--- config.mk ---
export PLATFORM = sky130hd
export DESIGN_NAME = cpu16_top
export DESIGN_NICKNAME = d
export VERILOG_FILES = /design/src/design/cpu16_pkg.sv /design/src/design/cpu16_top.sv /design/src/design/decode_stage.sv /design/src/design/execute_stage.sv /design/src/design/fetch_stage.sv /design/src/design/register_file.sv /design/src/design/writeback_stage.sv
export SDC_FILE = /design/constraint.sdc
export NUM_CORES = 1
export LEC_CHECK = 0
export BUFFER_PORTS_ARGS = -buffer_cell sky130_fd_sc_hd__buf_2
export CORE_UTILIZATION = 65
export CTS_CLUSTER_SIZE = 25
export DETAILED_ROUTE_END_ITERATION = 8
export PLACE_DENSITY = 0.83
export SLEW_MARGIN = 20
export SYNTH_ARGS = -nofsm -noshare
export SYNTH_HDL_FRONTEND = slang
export SYNTH_HIERARCHICAL = 1
export SYNTH_SLANG_ARGS = --single-unit
--- constraint.sdc ---
create_clock -name clk -period 8.7 [get_ports clk]
set_input_delay 1.74 -clock clk [delete_from_list [all_inputs] [get_ports clk]]
set_output_delay 1.74 -clock clk [all_outputs]
set_load 0.01 [all_outputs]
--- src/design/cpu16_pkg.sv ---
package cpu16_pkg;

        ////////////////////
        // Widths
        ////////////////////

        // Data and instruction word
        typedef logic [15:0] word_t;
        // Register number
        typedef logic [2:0]  reg_idx_t;
        // Top five bits of an instruction
        typedef logic [4:0]  opcode_t;
        // ALU function select
        typedef logic [1:0]  alu_sel_t;

        localparam int NUM_REGS = 8;

        ////////////////////
        // Encodings
        ////////////////////

        localparam opcode_t OP_HALT = 5'b00000;
        localparam opcode_t OP_NOP  = 5'b00001;
        localparam opcode_t OP_ADDI = 5'b01000;
        localparam opcode_t OP_LBI  = 5'b11000;
        // ADD, SUB, XOR, ANDN share one opcode
        localparam opcode_t OP_RFMT = 5'b11011;

        // Low two bits of a register-format word
        localparam alu_sel_t ALU_ADD  = 2'b00;
        localparam alu_sel_t ALU_SUB  = 2'b01;
        localparam alu_sel_t ALU_XOR  = 2'b10;
        localparam alu_sel_t ALU_ANDN = 2'b11;

        // Bubble loaded by fetch
        localparam word_t NOP_WORD = {OP_NOP, 11'b0};

        ////////////////////
        // Pipeline bundles
        ////////////////////

        typedef struct packed {
                logic  valid;
                word_t instr;
        } if_id_t;

        typedef struct packed {
                logic     valid;
                logic     reg_write;
                logic     halt;
                logic     illegal;
                // Second ALU operand from imm
                logic     use_imm;
                // LBI result is imm itself
                logic     pass_imm;
                alu_sel_t alu_sel;
                reg_idx_t rs;
                reg_idx_t rt;
                reg_idx_t rd;
                word_t    operand_a;
                word_t    operand_b;
                word_t    imm;
        } id_ex_t;

        typedef struct packed {
                logic     valid;
                logic     reg_write;
                logic     halt;
                logic     illegal;
                reg_idx_t rd;
                word_t    result;
        } ex_wb_t;

        // Register write, also the commit record
        typedef struct packed {
                reg_idx_t rd;
                word_t    data;
        } commit_t;

endpackage

--- src/design/cpu16_top.sv ---
`timescale 1ns/10ps

module cpu16_top (
        input  logic               clk,
        input  logic               reset,
        output cpu16_pkg::word_t   imem_addr,
        input  cpu16_pkg::word_t   imem_data,
        output logic               commit_valid,
        output cpu16_pkg::commit_t commit,
        output logic               halted,
        output logic               err
);
        import cpu16_pkg::*;

        ////////////////////
        // Stage to stage
        ////////////////////

        if_id_t  if_id;
        id_ex_t  id_ex;
        ex_wb_t  ex_wb;
        logic    halt_pending;
        // Register write, also the forwarding source
        logic    rf_write_en;
        commit_t rf_write;

        // Every register write shows on the commit port
        assign commit_valid = rf_write_en;
        assign commit       = rf_write;

        fetch_stage fetch (
                //Inputs
                .clk(clk),
                .reset(reset),
                .halt_pending(halt_pending),
                .imem_data(imem_data),
                //Outputs
                .imem_addr(imem_addr),
                .if_id(if_id)
        );

        decode_stage decode (
                //Inputs
                .clk(clk),
                .reset(reset),
                .if_id(if_id),
                .rf_write_en(rf_write_en),
                .rf_write(rf_write),
                //Outputs
                .id_ex(id_ex),
                .halt_pending(halt_pending)
        );

        execute_stage execute (
                //Inputs
                .clk(clk),
                .reset(reset),
                .id_ex(id_ex),
                .fwd_en(rf_write_en),
                .fwd(rf_write),
                //Outputs
                .ex_wb(ex_wb)
        );

        writeback_stage writeback (
                //Inputs
                .clk(clk),
                .reset(reset),
                .ex_wb(ex_wb),
                //Outputs
                .rf_write_en(rf_write_en),
                .rf_write(rf_write),
                .halted(halted),
                .err(err)
        );

endmodule

--- src/design/decode_stage.sv ---
`timescale 1ns/10ps

module decode_stage (
        input  logic               clk,
        input  logic               reset,
        input  cpu16_pkg::if_id_t  if_id,
        input  logic               rf_write_en,
        input  cpu16_pkg::commit_t rf_write,
        output cpu16_pkg::id_ex_t  id_ex,
        output logic               halt_pending
);
        import cpu16_pkg::*;

        opcode_t  opcode;
        reg_idx_t rs;
        reg_idx_t rt;
        word_t    rd_data_a;
        word_t    rd_data_b;
        word_t    imm5_ext;
        word_t    imm8_ext;
        logic     is_halt;
        logic     halt_seen;
        id_ex_t   id_ex_next;

        ////////////////////
        // Field split
        ////////////////////

        assign opcode = if_id.instr[15:11];
        assign rs     = if_id.instr[10:8];
        assign rt     = if_id.instr[7:5];

        // Sign extension of ADDI and LBI immediates
        assign imm5_ext = {{11{if_id.instr[4]}}, if_id.instr[4:0]};
        assign imm8_ext = {{8{if_id.instr[7]}}, if_id.instr[7:0]};

        // Read in decode, written by writeback
        register_file regfile (
                //Inputs
                .clk(clk),
                .reset(reset),
                .rd_idx_a(rs),
                .rd_idx_b(rt),
                .write_en(rf_write_en),
                .write(rf_write),
                //Outputs
                .rd_data_a(rd_data_a),
                .rd_data_b(rd_data_b)
        );

        ////////////////////
        // Control decode
        ////////////////////

        always_comb begin
                id_ex_next           = '0;
                // Nothing after a HALT moves on as valid
                id_ex_next.valid     = if_id.valid & ~halt_seen;
                id_ex_next.rs        = rs;
                id_ex_next.rt        = rt;
                id_ex_next.rd        = rt;
                id_ex_next.operand_a = rd_data_a;
                id_ex_next.operand_b = rd_data_b;
                id_ex_next.imm       = imm5_ext;
                id_ex_next.alu_sel   = ALU_ADD;
                case (opcode)
                        OP_HALT: begin
                                // Travels on without a write
                                id_ex_next.halt = 1'b1;
                        end
                        OP_NOP: begin
                                // No control bits
                        end
                        OP_ADDI: begin
                                id_ex_next.reg_write = 1'b1;
                                id_ex_next.use_imm   = 1'b1;
                                id_ex_next.rd        = if_id.instr[7:5];
                        end
                        OP_LBI: begin
                                id_ex_next.reg_write = 1'b1;
                                id_ex_next.pass_imm  = 1'b1;
                                id_ex_next.rd        = if_id.instr[10:8];
                                id_ex_next.imm       = imm8_ext;
                        end
                        OP_RFMT: begin
                                id_ex_next.reg_write = 1'b1;
                                id_ex_next.alu_sel   = if_id.instr[1:0];
                                id_ex_next.rd        = if_id.instr[4:2];
                        end
                        default: begin
                                // Unknown opcode, later raises err
                                id_ex_next.illegal = 1'b1;
                        end
                endcase
        end

        ////////////////////
        // Halt tracking
        ////////////////////

        assign is_halt = if_id.valid && (opcode == OP_HALT);

        // Rises in the same cycle the HALT is decoded
        assign halt_pending = halt_seen | is_halt;

        always_ff @(posedge clk) begin
                if (reset) begin
                        halt_seen <= 1'b0;
                end else if (is_halt) begin
                        halt_seen <= 1'b1;
                end
        end

        // ID/EX register
        always_ff @(posedge clk) begin
                if (reset) begin
                        id_ex.valid     <= 1'b0;
                        id_ex.reg_write <= 1'b0;
                        id_ex.halt      <= 1'b0;
                        id_ex.illegal   <= 1'b0;
                end else begin
                        id_ex <= id_ex_next;
                end
        end

endmodule

--- src/design/execute_stage.sv ---
`timescale 1ns/10ps

module execute_stage (
        input  logic               clk,
        input  logic               reset,
        input  cpu16_pkg::id_ex_t  id_ex,
        input  logic               fwd_en,
        input  cpu16_pkg::commit_t fwd,
        output cpu16_pkg::ex_wb_t  ex_wb
);
        import cpu16_pkg::*;

        logic   fwd_a;
        logic   fwd_b;
        word_t  src_a;
        word_t  reg_b;
        word_t  src_b;
        word_t  alu_out;
        word_t  result;
        ex_wb_t ex_wb_next;

        ////////////////////
        // Forwarding
        ////////////////////

        // Previous instruction sits in EX/WB now
        assign fwd_a = fwd_en && (fwd.rd == id_ex.rs);
        assign fwd_b = fwd_en && (fwd.rd == id_ex.rt);

        assign src_a = fwd_a ? fwd.data : id_ex.operand_a;
        assign reg_b = fwd_b ? fwd.data : id_ex.operand_b;

        // ADDI takes the extended immediate
        assign src_b = id_ex.use_imm ? id_ex.imm : reg_b;

        ////////////////////
        // ALU
        ////////////////////

        // Wraps modulo 2^16
        always_comb begin
                case (id_ex.alu_sel)
                        ALU_ADD:  alu_out = src_a + src_b;
                        ALU_SUB:  alu_out = src_a - src_b;
                        ALU_XOR:  alu_out = src_a ^ src_b;
                        ALU_ANDN: alu_out = src_a & ~src_b;
                        default:  alu_out = src_a + src_b;
                endcase
        end

        // LBI bypasses the ALU
        assign result = id_ex.pass_imm ? id_ex.imm : alu_out;

        assign ex_wb_next = '{
                valid:     id_ex.valid,
                reg_write: id_ex.reg_write,
                halt:      id_ex.halt,
                illegal:   id_ex.illegal,
                rd:        id_ex.rd,
                result:    result
        };

        ////////////////////
        // EX/WB register
        ////////////////////

        always_ff @(posedge clk) begin
                if (reset) begin
                        ex_wb.valid     <= 1'b0;
                        ex_wb.reg_write <= 1'b0;
                        ex_wb.halt      <= 1'b0;
                        ex_wb.illegal   <= 1'b0;
                end else begin
                        ex_wb <= ex_wb_next;
                end
        end

endmodule

--- src/design/fetch_stage.sv ---
`timescale 1ns/10ps

module fetch_stage (
        input  logic              clk,
        input  logic              reset,
        input  logic              halt_pending,
        input  cpu16_pkg::word_t  imem_data,
        output cpu16_pkg::word_t  imem_addr,
        output cpu16_pkg::if_id_t if_id
);
        import cpu16_pkg::*;

        // Word-addressed program counter
        word_t pc;

        assign imem_addr = pc;

        ////////////////////
        // Program counter
        ////////////////////

        always_ff @(posedge clk) begin
                if (reset) begin
                        pc <= '0;
                end else if (!halt_pending) begin
                        // One instruction word per cycle
                        pc <= pc + 16'd1;
                end
                // Frozen while a HALT is pending
        end

        ////////////////////
        // IF/ID register
        ////////////////////

        always_ff @(posedge clk) begin
                if (reset || halt_pending) begin
                        // Bubble, never decoded as valid
                        if_id <= '{valid: 1'b0, instr: NOP_WORD};
                end else begin
                        // Word answered for the current address
                        if_id <= '{valid: 1'b1, instr: imem_data};
                end
        end

endmodule

--- src/design/register_file.sv ---
`timescale 1ns/10ps

module register_file (
        input  logic                clk,
        input  logic                reset,
        input  cpu16_pkg::reg_idx_t rd_idx_a,
        input  cpu16_pkg::reg_idx_t rd_idx_b,
        output cpu16_pkg::word_t    rd_data_a,
        output cpu16_pkg::word_t    rd_data_b,
        input  logic                write_en,
        input  cpu16_pkg::commit_t  write
);
        import cpu16_pkg::*;

        word_t regs [NUM_REGS];

        logic hit_a;
        logic hit_b;

        // Write port
        always_ff @(posedge clk) begin
                if (reset) begin
                        for (int i = 0; i < NUM_REGS; i++) begin
                                regs[i] <= '0;
                        end
                end else if (write_en) begin
                        regs[write.rd] <= write.data;
                end
        end

        ////////////////////
        // Write-through
        ////////////////////

        // Same-cycle write seen by decode
        assign hit_a = write_en && (write.rd == rd_idx_a);
        assign hit_b = write_en && (write.rd == rd_idx_b);

        // Instruction two places ahead lands here
        assign rd_data_a = hit_a ? write.data : regs[rd_idx_a];
        assign rd_data_b = hit_b ? write.data : regs[rd_idx_b];

endmodule

--- src/design/writeback_stage.sv ---
`timescale 1ns/10ps

module writeback_stage (
        input  logic               clk,
        input  logic               reset,
        input  cpu16_pkg::ex_wb_t  ex_wb,
        output logic               rf_write_en,
        output cpu16_pkg::commit_t rf_write,
        output logic               halted,
        output logic               err
);
        import cpu16_pkg::*;

        logic halt_now;
        logic err_now;
        logic halt_seen;
        logic err_seen;

        assign halt_now = ex_wb.valid & ex_wb.halt;
        assign err_now  = ex_wb.valid & ex_wb.illegal;

        // High from the cycle the entry reaches EX/WB
        assign halted = halt_seen | halt_now;
        assign err    = err_seen | err_now;

        // Register write, no writes once halted
        assign rf_write_en = ex_wb.valid & ex_wb.reg_write & ~halt_seen;
        assign rf_write    = commit_t'{rd: ex_wb.rd, data: ex_wb.result};

        // Sticky until reset
        always_ff @(posedge clk) begin
                if (reset) begin
                        halt_seen <= 1'b0;
                        err_seen  <= 1'b0;
                end else begin
                        if (halt_now)
                                halt_seen <= 1'b1;
                        if (err_now)
                                err_seen <= 1'b1;
                end
        end

endmodule

==> impl_metrics.json, run 1 <==
{
  "run_status": "completed",
  "hold_path_startpoint": "fetch/if_id[0]",
  "synthCells": 1054,
  "ctsResizeCount": 0,
  "setup_violations": 0,
  "power_frac_seq": 0.481,
  "whs_endpoint": "decode/id_ex[0]",
  "synth.cells.most_frequent": "sky130_fd_sc_hd__edfxtp_1, sky130_fd_sc_hd__and2_1, sky130_fd_sc_hd__mux2_2",
  "worst_hold_slack_ns": 0.4235,
  "gpl.final_weighted_congestion": 0.8757,
  "critPathArrivalTime_ns": 5.57,
  "worst_path_buffer_plus_inverter_count": 1,
  "worst_ep_required_time_ns": 9.06,
  "final_routed_wirelength_across_all_metal_layers_um": 33550,
  "groute.usage.overall": 0.3078,
  "number_of_maximum_capacitance_constraint_violations": 0,
  "clockRootBuffer": "sky130_fd_sc_hd__clkbuf_16",
  "power.net_switching_w": 0.0007676,
  "period_minus_slack_ns": 5.209,
  "max_slew_margin": 0.2228,
  "crit_path_start_kind": "register",
  "drc": 0,
  "dominant_cell_by_count_in_the_synthesized_netlist": "sky130_fd_sc_hd__edfxtp_1",
  "via_count_of_the_first_global_routing_pass": 8720,
  "fraction_of_the_cycle_the_final_worst_path_needs": 0.5987,
  "numClockSinks": 244,
  "grt_first_pass_wirelength_um": 50540,
  "die_w_um": 149.5,
  "post_synthesis_sequential_area_ratio": 0.4867,
  "synth.net_count": 1106,
  "initial_utilization": 0.6689,
  "r2r_setup_slack_ns": 3.49,
  "endpoint_kind": "register",
  "power.leakage_nw": 6.084,
  "grt.busiest_layer": "met2",
  "diodes": 0,
  "power.share.clock": 0.373,
  "internal_dissipation_w": 0.002172,
  "area_growth_syn_to_layout_pct": 7.905,
  "synth_cell_type_count": 76,
  "cp_slowest_cell": "sky130_fd_sc_hd__edfxtp_1",
  "yosys-top-cells-area": "sky130_fd_sc_hd__edfxtp_1, sky130_fd_sc_hd__mux4_1, sky130_fd_sc_hd__and2_1",
  "regToRegStartpoint": "execute/ex_wb[17]",
  "core-area_um2": 21150,
  "dieHeight_um": 149.5,
  "h_tree_levels": 1,
  "detail_route.wl_per_cell_um": 24.55,
  "insertion_delay_ns": 0.55,
  "worstRegToRegCells": 17,
  "first_iter_violations": 911,
  "peakVddDrop_v": 0.0001688,
  "final_cell_count_no_fill": 1367,
  "critical_path_class": "register to register",
  "portion_of_synthesized_cell_area_occupied_by_the_leading_cell_type": 0.4244,
  "grtUsageMet2": 0.5049,
  "fp-row-count": 53,
  "min_path_type": "register to register",
  "ios": 56,
  "cts_setup_buffers": 0,
  "synthesis.area_per_instance_um2": 13.42,
  "final_core_utilization": 0.7218,
  "portBuffers": 55,
  "place.detailed.instances": 1321,
  "timing.clock.skew_ns": 0.02015,
  "ys_ff_latch": 244,
  "dieArea_um2": 22360,
  "yosysTopAreaCell": "sky130_fd_sc_hd__edfxtp_1",
  "grt_antenna_before_repair": 0,
  "ys.warnings.count": 6,
  "per_cell_via_count_in_the_routed_design": 6.513,
  "grt_setup_unrepaired": "false",
  "ys_async_sr_fraction": 0,
  "p_per_area_nw_per_um2": 192.5,
  "combPwrFrac": 0.146,
  "drive_gt1_frac": 0.2280,
  "synth-edff-count": 200,
  "final_hold_fails": 0,
  "finalNetCount": 1125,
  "gr-usage-met3": 0.05213,
  "cts_stage_hold_buffer_count": 0,
  "detailed_place_hpwl_um": 20900,
  "worstMarginPinSlew_ns": 1.162,
  "hold-path-cell-count": 0,
  "yosys_most_used_dff": "sky130_fd_sc_hd__edfxtp_1",
  "groute.layer.met1.usage": 0.4136,
  "cts_inserted_buffers": 25,
  "firstDrtPassIters": 5,
  "final_count_of_pins_violating_max_slew": 0,
  "cts_tree": "done",
  "setup_tns_ns": 0,
  "critPathMaxStageDelay_ns": 0.58,
  "switching_share": 0.2611,
  "cell_family_contributing_the_most_delay_on_the_critical_path": "simple AND/OR/NAND/NOR gates",
  "critical_path.most_common_cell": "sky130_fd_sc_hd__a41oi_1",
  "largest_net_degree_at_the_start_of_global_routing": 56,
  "cp_max_fo": 10,
  "grt_overflow_total": 0,
  "cts.clk_slew.worst_paths_ns": 0.06,
  "max_clock_freq_ghz": 0.1920,
  "worstReg2RegEnd": "execute/ex_wb[15]",
  "timing.critical_path.cells": "xnor2_2 -> nand4_2 -> mux2i_1 -> o21a_1 -> inv_1 -> nor2_1 -> a41oi_1 -> xor2_1 -> ha_1 -> o21ai_1 -> a211oi_1 -> o31ai_1 -> a21oi_1 -> nor3_1 -> or2_2 -> or4_1 -> a41oi_1",
  "cts-root-to-sink-buffers": 3,
  "netlist_area_before_placement_um2": 14150,
  "detailroute.via_count": 8903,
  "ant_nets": 0,
  "fillCellCount": 1358
}
## power by group through the flow
stage                     logic (W)  registers (W)  clock network [W]
after floorplan            0.000364        0.00137                  0
after global placement     0.000411        0.00143                  0
after detailed placement   0.000421        0.00144                  0
after CTS                  0.000425        0.00141            0.00110
after global routing       0.000465        0.00142            0.00115
final                      0.000429        0.00141            0.00110
## kinds of logic (layout without fill, tap and decap cells)
logic type	count (synthesis)	in the layout	share of synthesized area
flip-flops	244	244	0.4867
adder cells (fa/ha/maj)	34	34	0.03060
multiplexers	170	170	0.2038
buffers and inverters	115	153	0.04421
AO/OA/AOI/OAI	115	115	0.06269
AND/OR/NAND/NOR	328	328	0.1407
XOR/XNOR	48	48	0.03130
## sequential cells by signal, summed over array words and instances (netlist names)
register / count
decode/halt_seen: 1
decode/id_ex: 57
fetch/imem_addr: 16
decode/regfile/regs: 128
execute/ex_wb: 23
writeback/err_seen: 1
fetch/if_id: 17
writeback/halt_seen: 1
## cells in the final DEF, fill, tap and decap left out, types with 28 or more instances in the layout
| master | instances |
|---|---|
| sky130_fd_sc_hd__clkbuf_16 | 28 |
| sky130_fd_sc_hd__mux4_1 | 60 |
| sky130_fd_sc_hd__edfxtp_1 | 200 |
| sky130_fd_sc_hd__ha_1 | 33 |
| sky130_fd_sc_hd__nand2_1 | 34 |
| sky130_fd_sc_hd__nor2_1 | 39 |
| sky130_fd_sc_hd__inv_1 | 32 |
| sky130_fd_sc_hd__and2_1 | 151 |
| sky130_fd_sc_hd__buf_2 | 55 |
| sky130_fd_sc_hd__dfxtp_1 | 42 |
| sky130_fd_sc_hd__mux2_2 | 69 |
## metal layers
layer / vias up / wire [um]
met5: - / 0
met4: 0 / 1043
met2: 471 / 16380
li1: 4011 / -
met1: 4348 / 12970
met3: 73 / 3160
## metrics by stage
step | instance area, um2 | setup slack, ns | power, W
2_1_floorplan | 14150 | 4.245 | 0.001738
3_3_place_gp | 14410 | 3.822 | 0.001842
3_5_place_dp | 14410 | 3.635 | 0.001856
4_1_cts | 15270 | 3.584 | 0.002940
5_1_grt | 15270 | 3.042 | 0.003034
6_report | 15270 | 3.491 | 0.002940
## worst max path at each step
stage / cells after the start / slack, ns / to / start
2_1_floorplan: 19 / 4.24 / execute/ex_wb[15] / execute/ex_wb[22]
3_3_place_gp: 17 / 3.82 / execute/ex_wb[15] / decode/id_ex[60]
3_5_place_dp: 17 / 3.63 / execute/ex_wb[15] / execute/ex_wb[17]
4_1_cts: 17 / 3.58 / execute/ex_wb[15] / execute/ex_wb[17]
5_1_grt: 17 / 3.04 / execute/ex_wb[15] / execute/ex_wb[16]
6_report: 17 / 3.49 / execute/ex_wb[15] / execute/ex_wb[17]
## worst register-to-register path, stage by stage (launching register included)
cell                       delay (ns)
sky130_fd_sc_hd__edfxtp_1        0.58
sky130_fd_sc_hd__xnor2_2         0.45
sky130_fd_sc_hd__nand4_2         0.35
sky130_fd_sc_hd__mux2i_1         0.26
sky130_fd_sc_hd__o21a_1          0.20
sky130_fd_sc_hd__inv_1           0.09
sky130_fd_sc_hd__nor2_1          0.39
sky130_fd_sc_hd__a41oi_1         0.20
sky130_fd_sc_hd__xor2_1          0.21
sky130_fd_sc_hd__ha_1            0.37
sky130_fd_sc_hd__o21ai_1         0.12
sky130_fd_sc_hd__a211oi_1        0.26
sky130_fd_sc_hd__o31ai_1         0.15
sky130_fd_sc_hd__a21oi_1         0.22
sky130_fd_sc_hd__nor3_1          0.12
sky130_fd_sc_hd__or2_2           0.32
sky130_fd_sc_hd__or4_1           0.51
sky130_fd_sc_hd__a41oi_1         0.24
## cell type report
cell class | instances | area (um2) | area share
Sequential cell | 244 | 6889 | 0.4512
Tap cell | 275 | 344.1 | 0.02254
Inverter | 33 | 125.1 | 0.008195
Multi-Input combinational cell | 695 | 6638 | 0.4347
Clock inverter | 11 | 97.59 | 0.006392
Clock buffer | 35 | 757.0 | 0.04958
Timing Repair Buffer | 74 | 417.9 | 0.02737
(Power assumes the default switching activity.)
==> inputs of run 2 (changes only) <==
--- a/config.mk
+++ b/config.mk
@@ -6,10 +6,10 @@
 export NUM_CORES = 1
 export LEC_CHECK = 0
 export BUFFER_PORTS_ARGS = -buffer_cell sky130_fd_sc_hd__buf_2
-export CORE_UTILIZATION = 65
+export CORE_UTILIZATION = 57
 export CTS_CLUSTER_SIZE = 25
 export DETAILED_ROUTE_END_ITERATION = 8
-export PLACE_DENSITY = 0.83
+export PLACE_DENSITY = 0.77
 export SLEW_MARGIN = 20
 export SYNTH_ARGS = -nofsm -noshare
 export SYNTH_HDL_FRONTEND = slang
==> constraint.sdc (replaced) <==
create_clock -name clk -period 4.5 [get_ports clk]
set_input_delay 0.9 -clock clk [delete_from_list [all_inputs] [get_ports clk]]
set_output_delay 0.9 -clock clk [all_outputs]
set_load 0.01 [all_outputs]
==> impl_metrics.json, run 2 (synthesis gave the netlist of run 1 again) <==
{
  "cts.clk_slew.worst_paths_ns": 0.06,
  "largestRegisters": "decode/regfile/regs (128), decode/id_ex (57), execute/ex_wb (23)",
  "detail_route.wl_per_cell_um": 22.18,
  "regToRegStartpoint": "execute/ex_wb[16]",
  "dieHeight_um": 159.6,
  "final_routed_wirelength_across_all_metal_layers_um": 32150,
  "final_count_of_pins_violating_max_slew": 0,
  "ios": 56,
  "clockRootBuffer": "sky130_fd_sc_hd__clkbuf_16",
  "worst_ep_required_time_ns": 4.87,
  "run_status": "completed",
  "number_of_maximum_capacitance_constraint_violations": 0,
  "r2r_setup_slack_ns": 0.20,
  "fraction_of_the_cycle_the_final_worst_path_needs": 0.9548,
  "largest_register": "decode/regfile/regs",
  "postLayoutCellArea_um2": 15540,
  "core-area_um2": 24320,
  "final_core_utilization": 0.6392,
  "grt_setup_unrepaired": "false",
  "groute.usage.overall": 0.2553,
  "min_path_type": "register to register",
  "grt_antenna_before_repair": 0,
  "drive_gt1_frac": 0.2604,
  "critical_path_class": "register to register",
  "area.sequential_um2": 6889,
  "dpl_cell_area_um2": 14730,
  "diodes": 0,
  "die_w_um": 159.6,
  "multiInputGateArea_um2": 6689,
  "firstDrtPassIters": 4,
  "timing.clock.skew_ns": 0.01113,
  "largest_net_degree_at_the_start_of_global_routing": 56,
  "detailroute.via_count": 8800,
  "fp-row-count": 57,
  "setup_slack_ns": 0.2033,
  "critPathArrivalTime_ns": 4.67,
  "period_minus_slack_ns": 4.297,
  "launch_point_of_the_worst_path": "execute/ex_wb[16]",
  "drc": 0,
  "cts_tree": "done",
  "post_placement_worst_setup_slack_ns": 0.06699,
  "grt_overflow_total": 0,
  "peakVddDrop_v": 0.0003059,
  "numClockSinks": 244,
  "detailed_place_hpwl_um": 21080,
  "worstRegToRegCells": 18,
  "dieArea_um2": 25460,
  "worstMarginPinSlew_ns": 1.145,
  "initial_utilization": 0.5818,
  "largest_reg_flops": 128,
  "worstReg2RegEnd": "execute/ex_wb[15]",
  "setup_tns_ns": 0,
  "setup_violations": 0,
  "h_tree_levels": 1,
  "fillCellCount": 1736,
  "cts_inserted_buffers": 25,
  "cts-root-to-sink-buffers": 3,
  "endpoint_kind": "register",
  "layout.cells.most_common_list": "sky130_fd_sc_hd__edfxtp_1, sky130_fd_sc_hd__and2_1, sky130_fd_sc_hd__mux2_2, sky130_fd_sc_hd__mux4_1, sky130_fd_sc_hd__buf_2",
  "max_slew_margin": 0.2358,
  "gpl.final_weighted_congestion": 0.8865,
  "max_clock_freq_ghz": 0.2327,
  "power.leakage_nw": 6.202,
  "portBuffers": 55,
  "worst_setup_path_endpoint": "execute/ex_wb[15]",
  "per_cell_via_count_in_the_routed_design": 6.073,
  "mostFrequentLayoutCell": "sky130_fd_sc_hd__edfxtp_1",
  "insertion_delay_ns": 0.53,
  "via_count_of_the_first_global_routing_pass": 8601,
  "grt_first_pass_wirelength_um": 49600,
  "cp_max_fo": 8,
  "crit_path_start_kind": "register",
  "final_hold_fails": 0,
  "first_iter_violations": 674,
  "p_per_area_nw_per_um2": 354.9,
  "ant_nets": 0,
  "area_growth_syn_to_layout_pct": 9.859,
  "finalNetCount": 1161
}
-- run 2: timing repair --
item	in CTS	in global routing
gates resized for setup	0	15
buffers inserted	0	2
hold buffers	0	0
endpoints found under the setup margin	0	3
-- run 2: worst min-delay path by stage --
stage	cells after the start	end	start	slack, ns
floorplan	1	decode/id_ex[64]	decode/halt_seen	0.40
global placement	0	execute/ex_wb[18]	decode/id_ex[50]	0.40
detailed placement	0	execute/ex_wb[16]	decode/id_ex[48]	0.40
CTS	0	execute/ex_wb[18]	decode/id_ex[50]	0.42
global route	0	execute/ex_wb[18]	decode/id_ex[50]	0.42
finish	0	execute/ex_wb[18]	decode/id_ex[50]	0.42
-- run 2: layout make-up --
cell class | instances | share of cell area
well taps | 324 | 0.02608
flip-flops and latches | 244 | 0.4432
clock buffers | 32 | 0.04330
inverters | 33 | 0.008049
multi-input cells | 695 | 0.4303
clock inverters | 11 | 0.004588
repair buffers | 110 | 0.04451
-- run 2: worst max-delay path, cell delays in order (launching register included) --
cell and delay (ns):
sky130_fd_sc_hd__edfxtp_1 0.43, sky130_fd_sc_hd__xnor2_2 0.26, sky130_fd_sc_hd__buf_6 0.17, sky130_fd_sc_hd__a41oi_2 0.15, sky130_fd_sc_hd__a311oi_4 0.34, sky130_fd_sc_hd__nand4_4 0.17
sky130_fd_sc_hd__nor2b_2 0.17, sky130_fd_sc_hd__and2_4 0.16, sky130_fd_sc_hd__a21oi_1 0.07, sky130_fd_sc_hd__xor2_1 0.15, sky130_fd_sc_hd__ha_1 0.37, sky130_fd_sc_hd__nand3_1 0.11
sky130_fd_sc_hd__a211oi_2 0.17, sky130_fd_sc_hd__o31ai_2 0.13, sky130_fd_sc_hd__a21oi_2 0.19, sky130_fd_sc_hd__nor3_1 0.08, sky130_fd_sc_hd__or2_2 0.31, sky130_fd_sc_hd__or4_1 0.52
sky130_fd_sc_hd__a41oi_2 0.19
-- run 2: per-stage QoR --
stage	cells	power (W)	hold slack (ns)
final	1449	0.005517	0.4190
after global routing	1449	0.005722	0.4237
after CTS	1447	0.005522	0.4196
after detailed placement	1404	0.003631	0.4045
after global placement	1404	0.003607	0.4031
after floorplan	1054	0.003359	0.3962
-- run 2: metal layers --
layer / share of wire / GRT usage / vias to the layer above
li1: - / - / 4069
met1: 0.42 / 0.3471 / 4355
met2: 0.49 / 0.4321 / 317
met3: 0.065 / 0.03438 / 59
met4: 0.023 / 0.06906 / 0
met5: 0 / 0 / -
-- run 2: report_power, final --
part / leakage, nW / switching (W) / internal (W)
sequential: 2.41 / 0.000108 / 0.00258
clock: 0.367 / 0.000846 / 0.00106
combinational: 3.42 / 0.000501 / 0.000428
total: 6.20 / 0.00145 / 0.00406
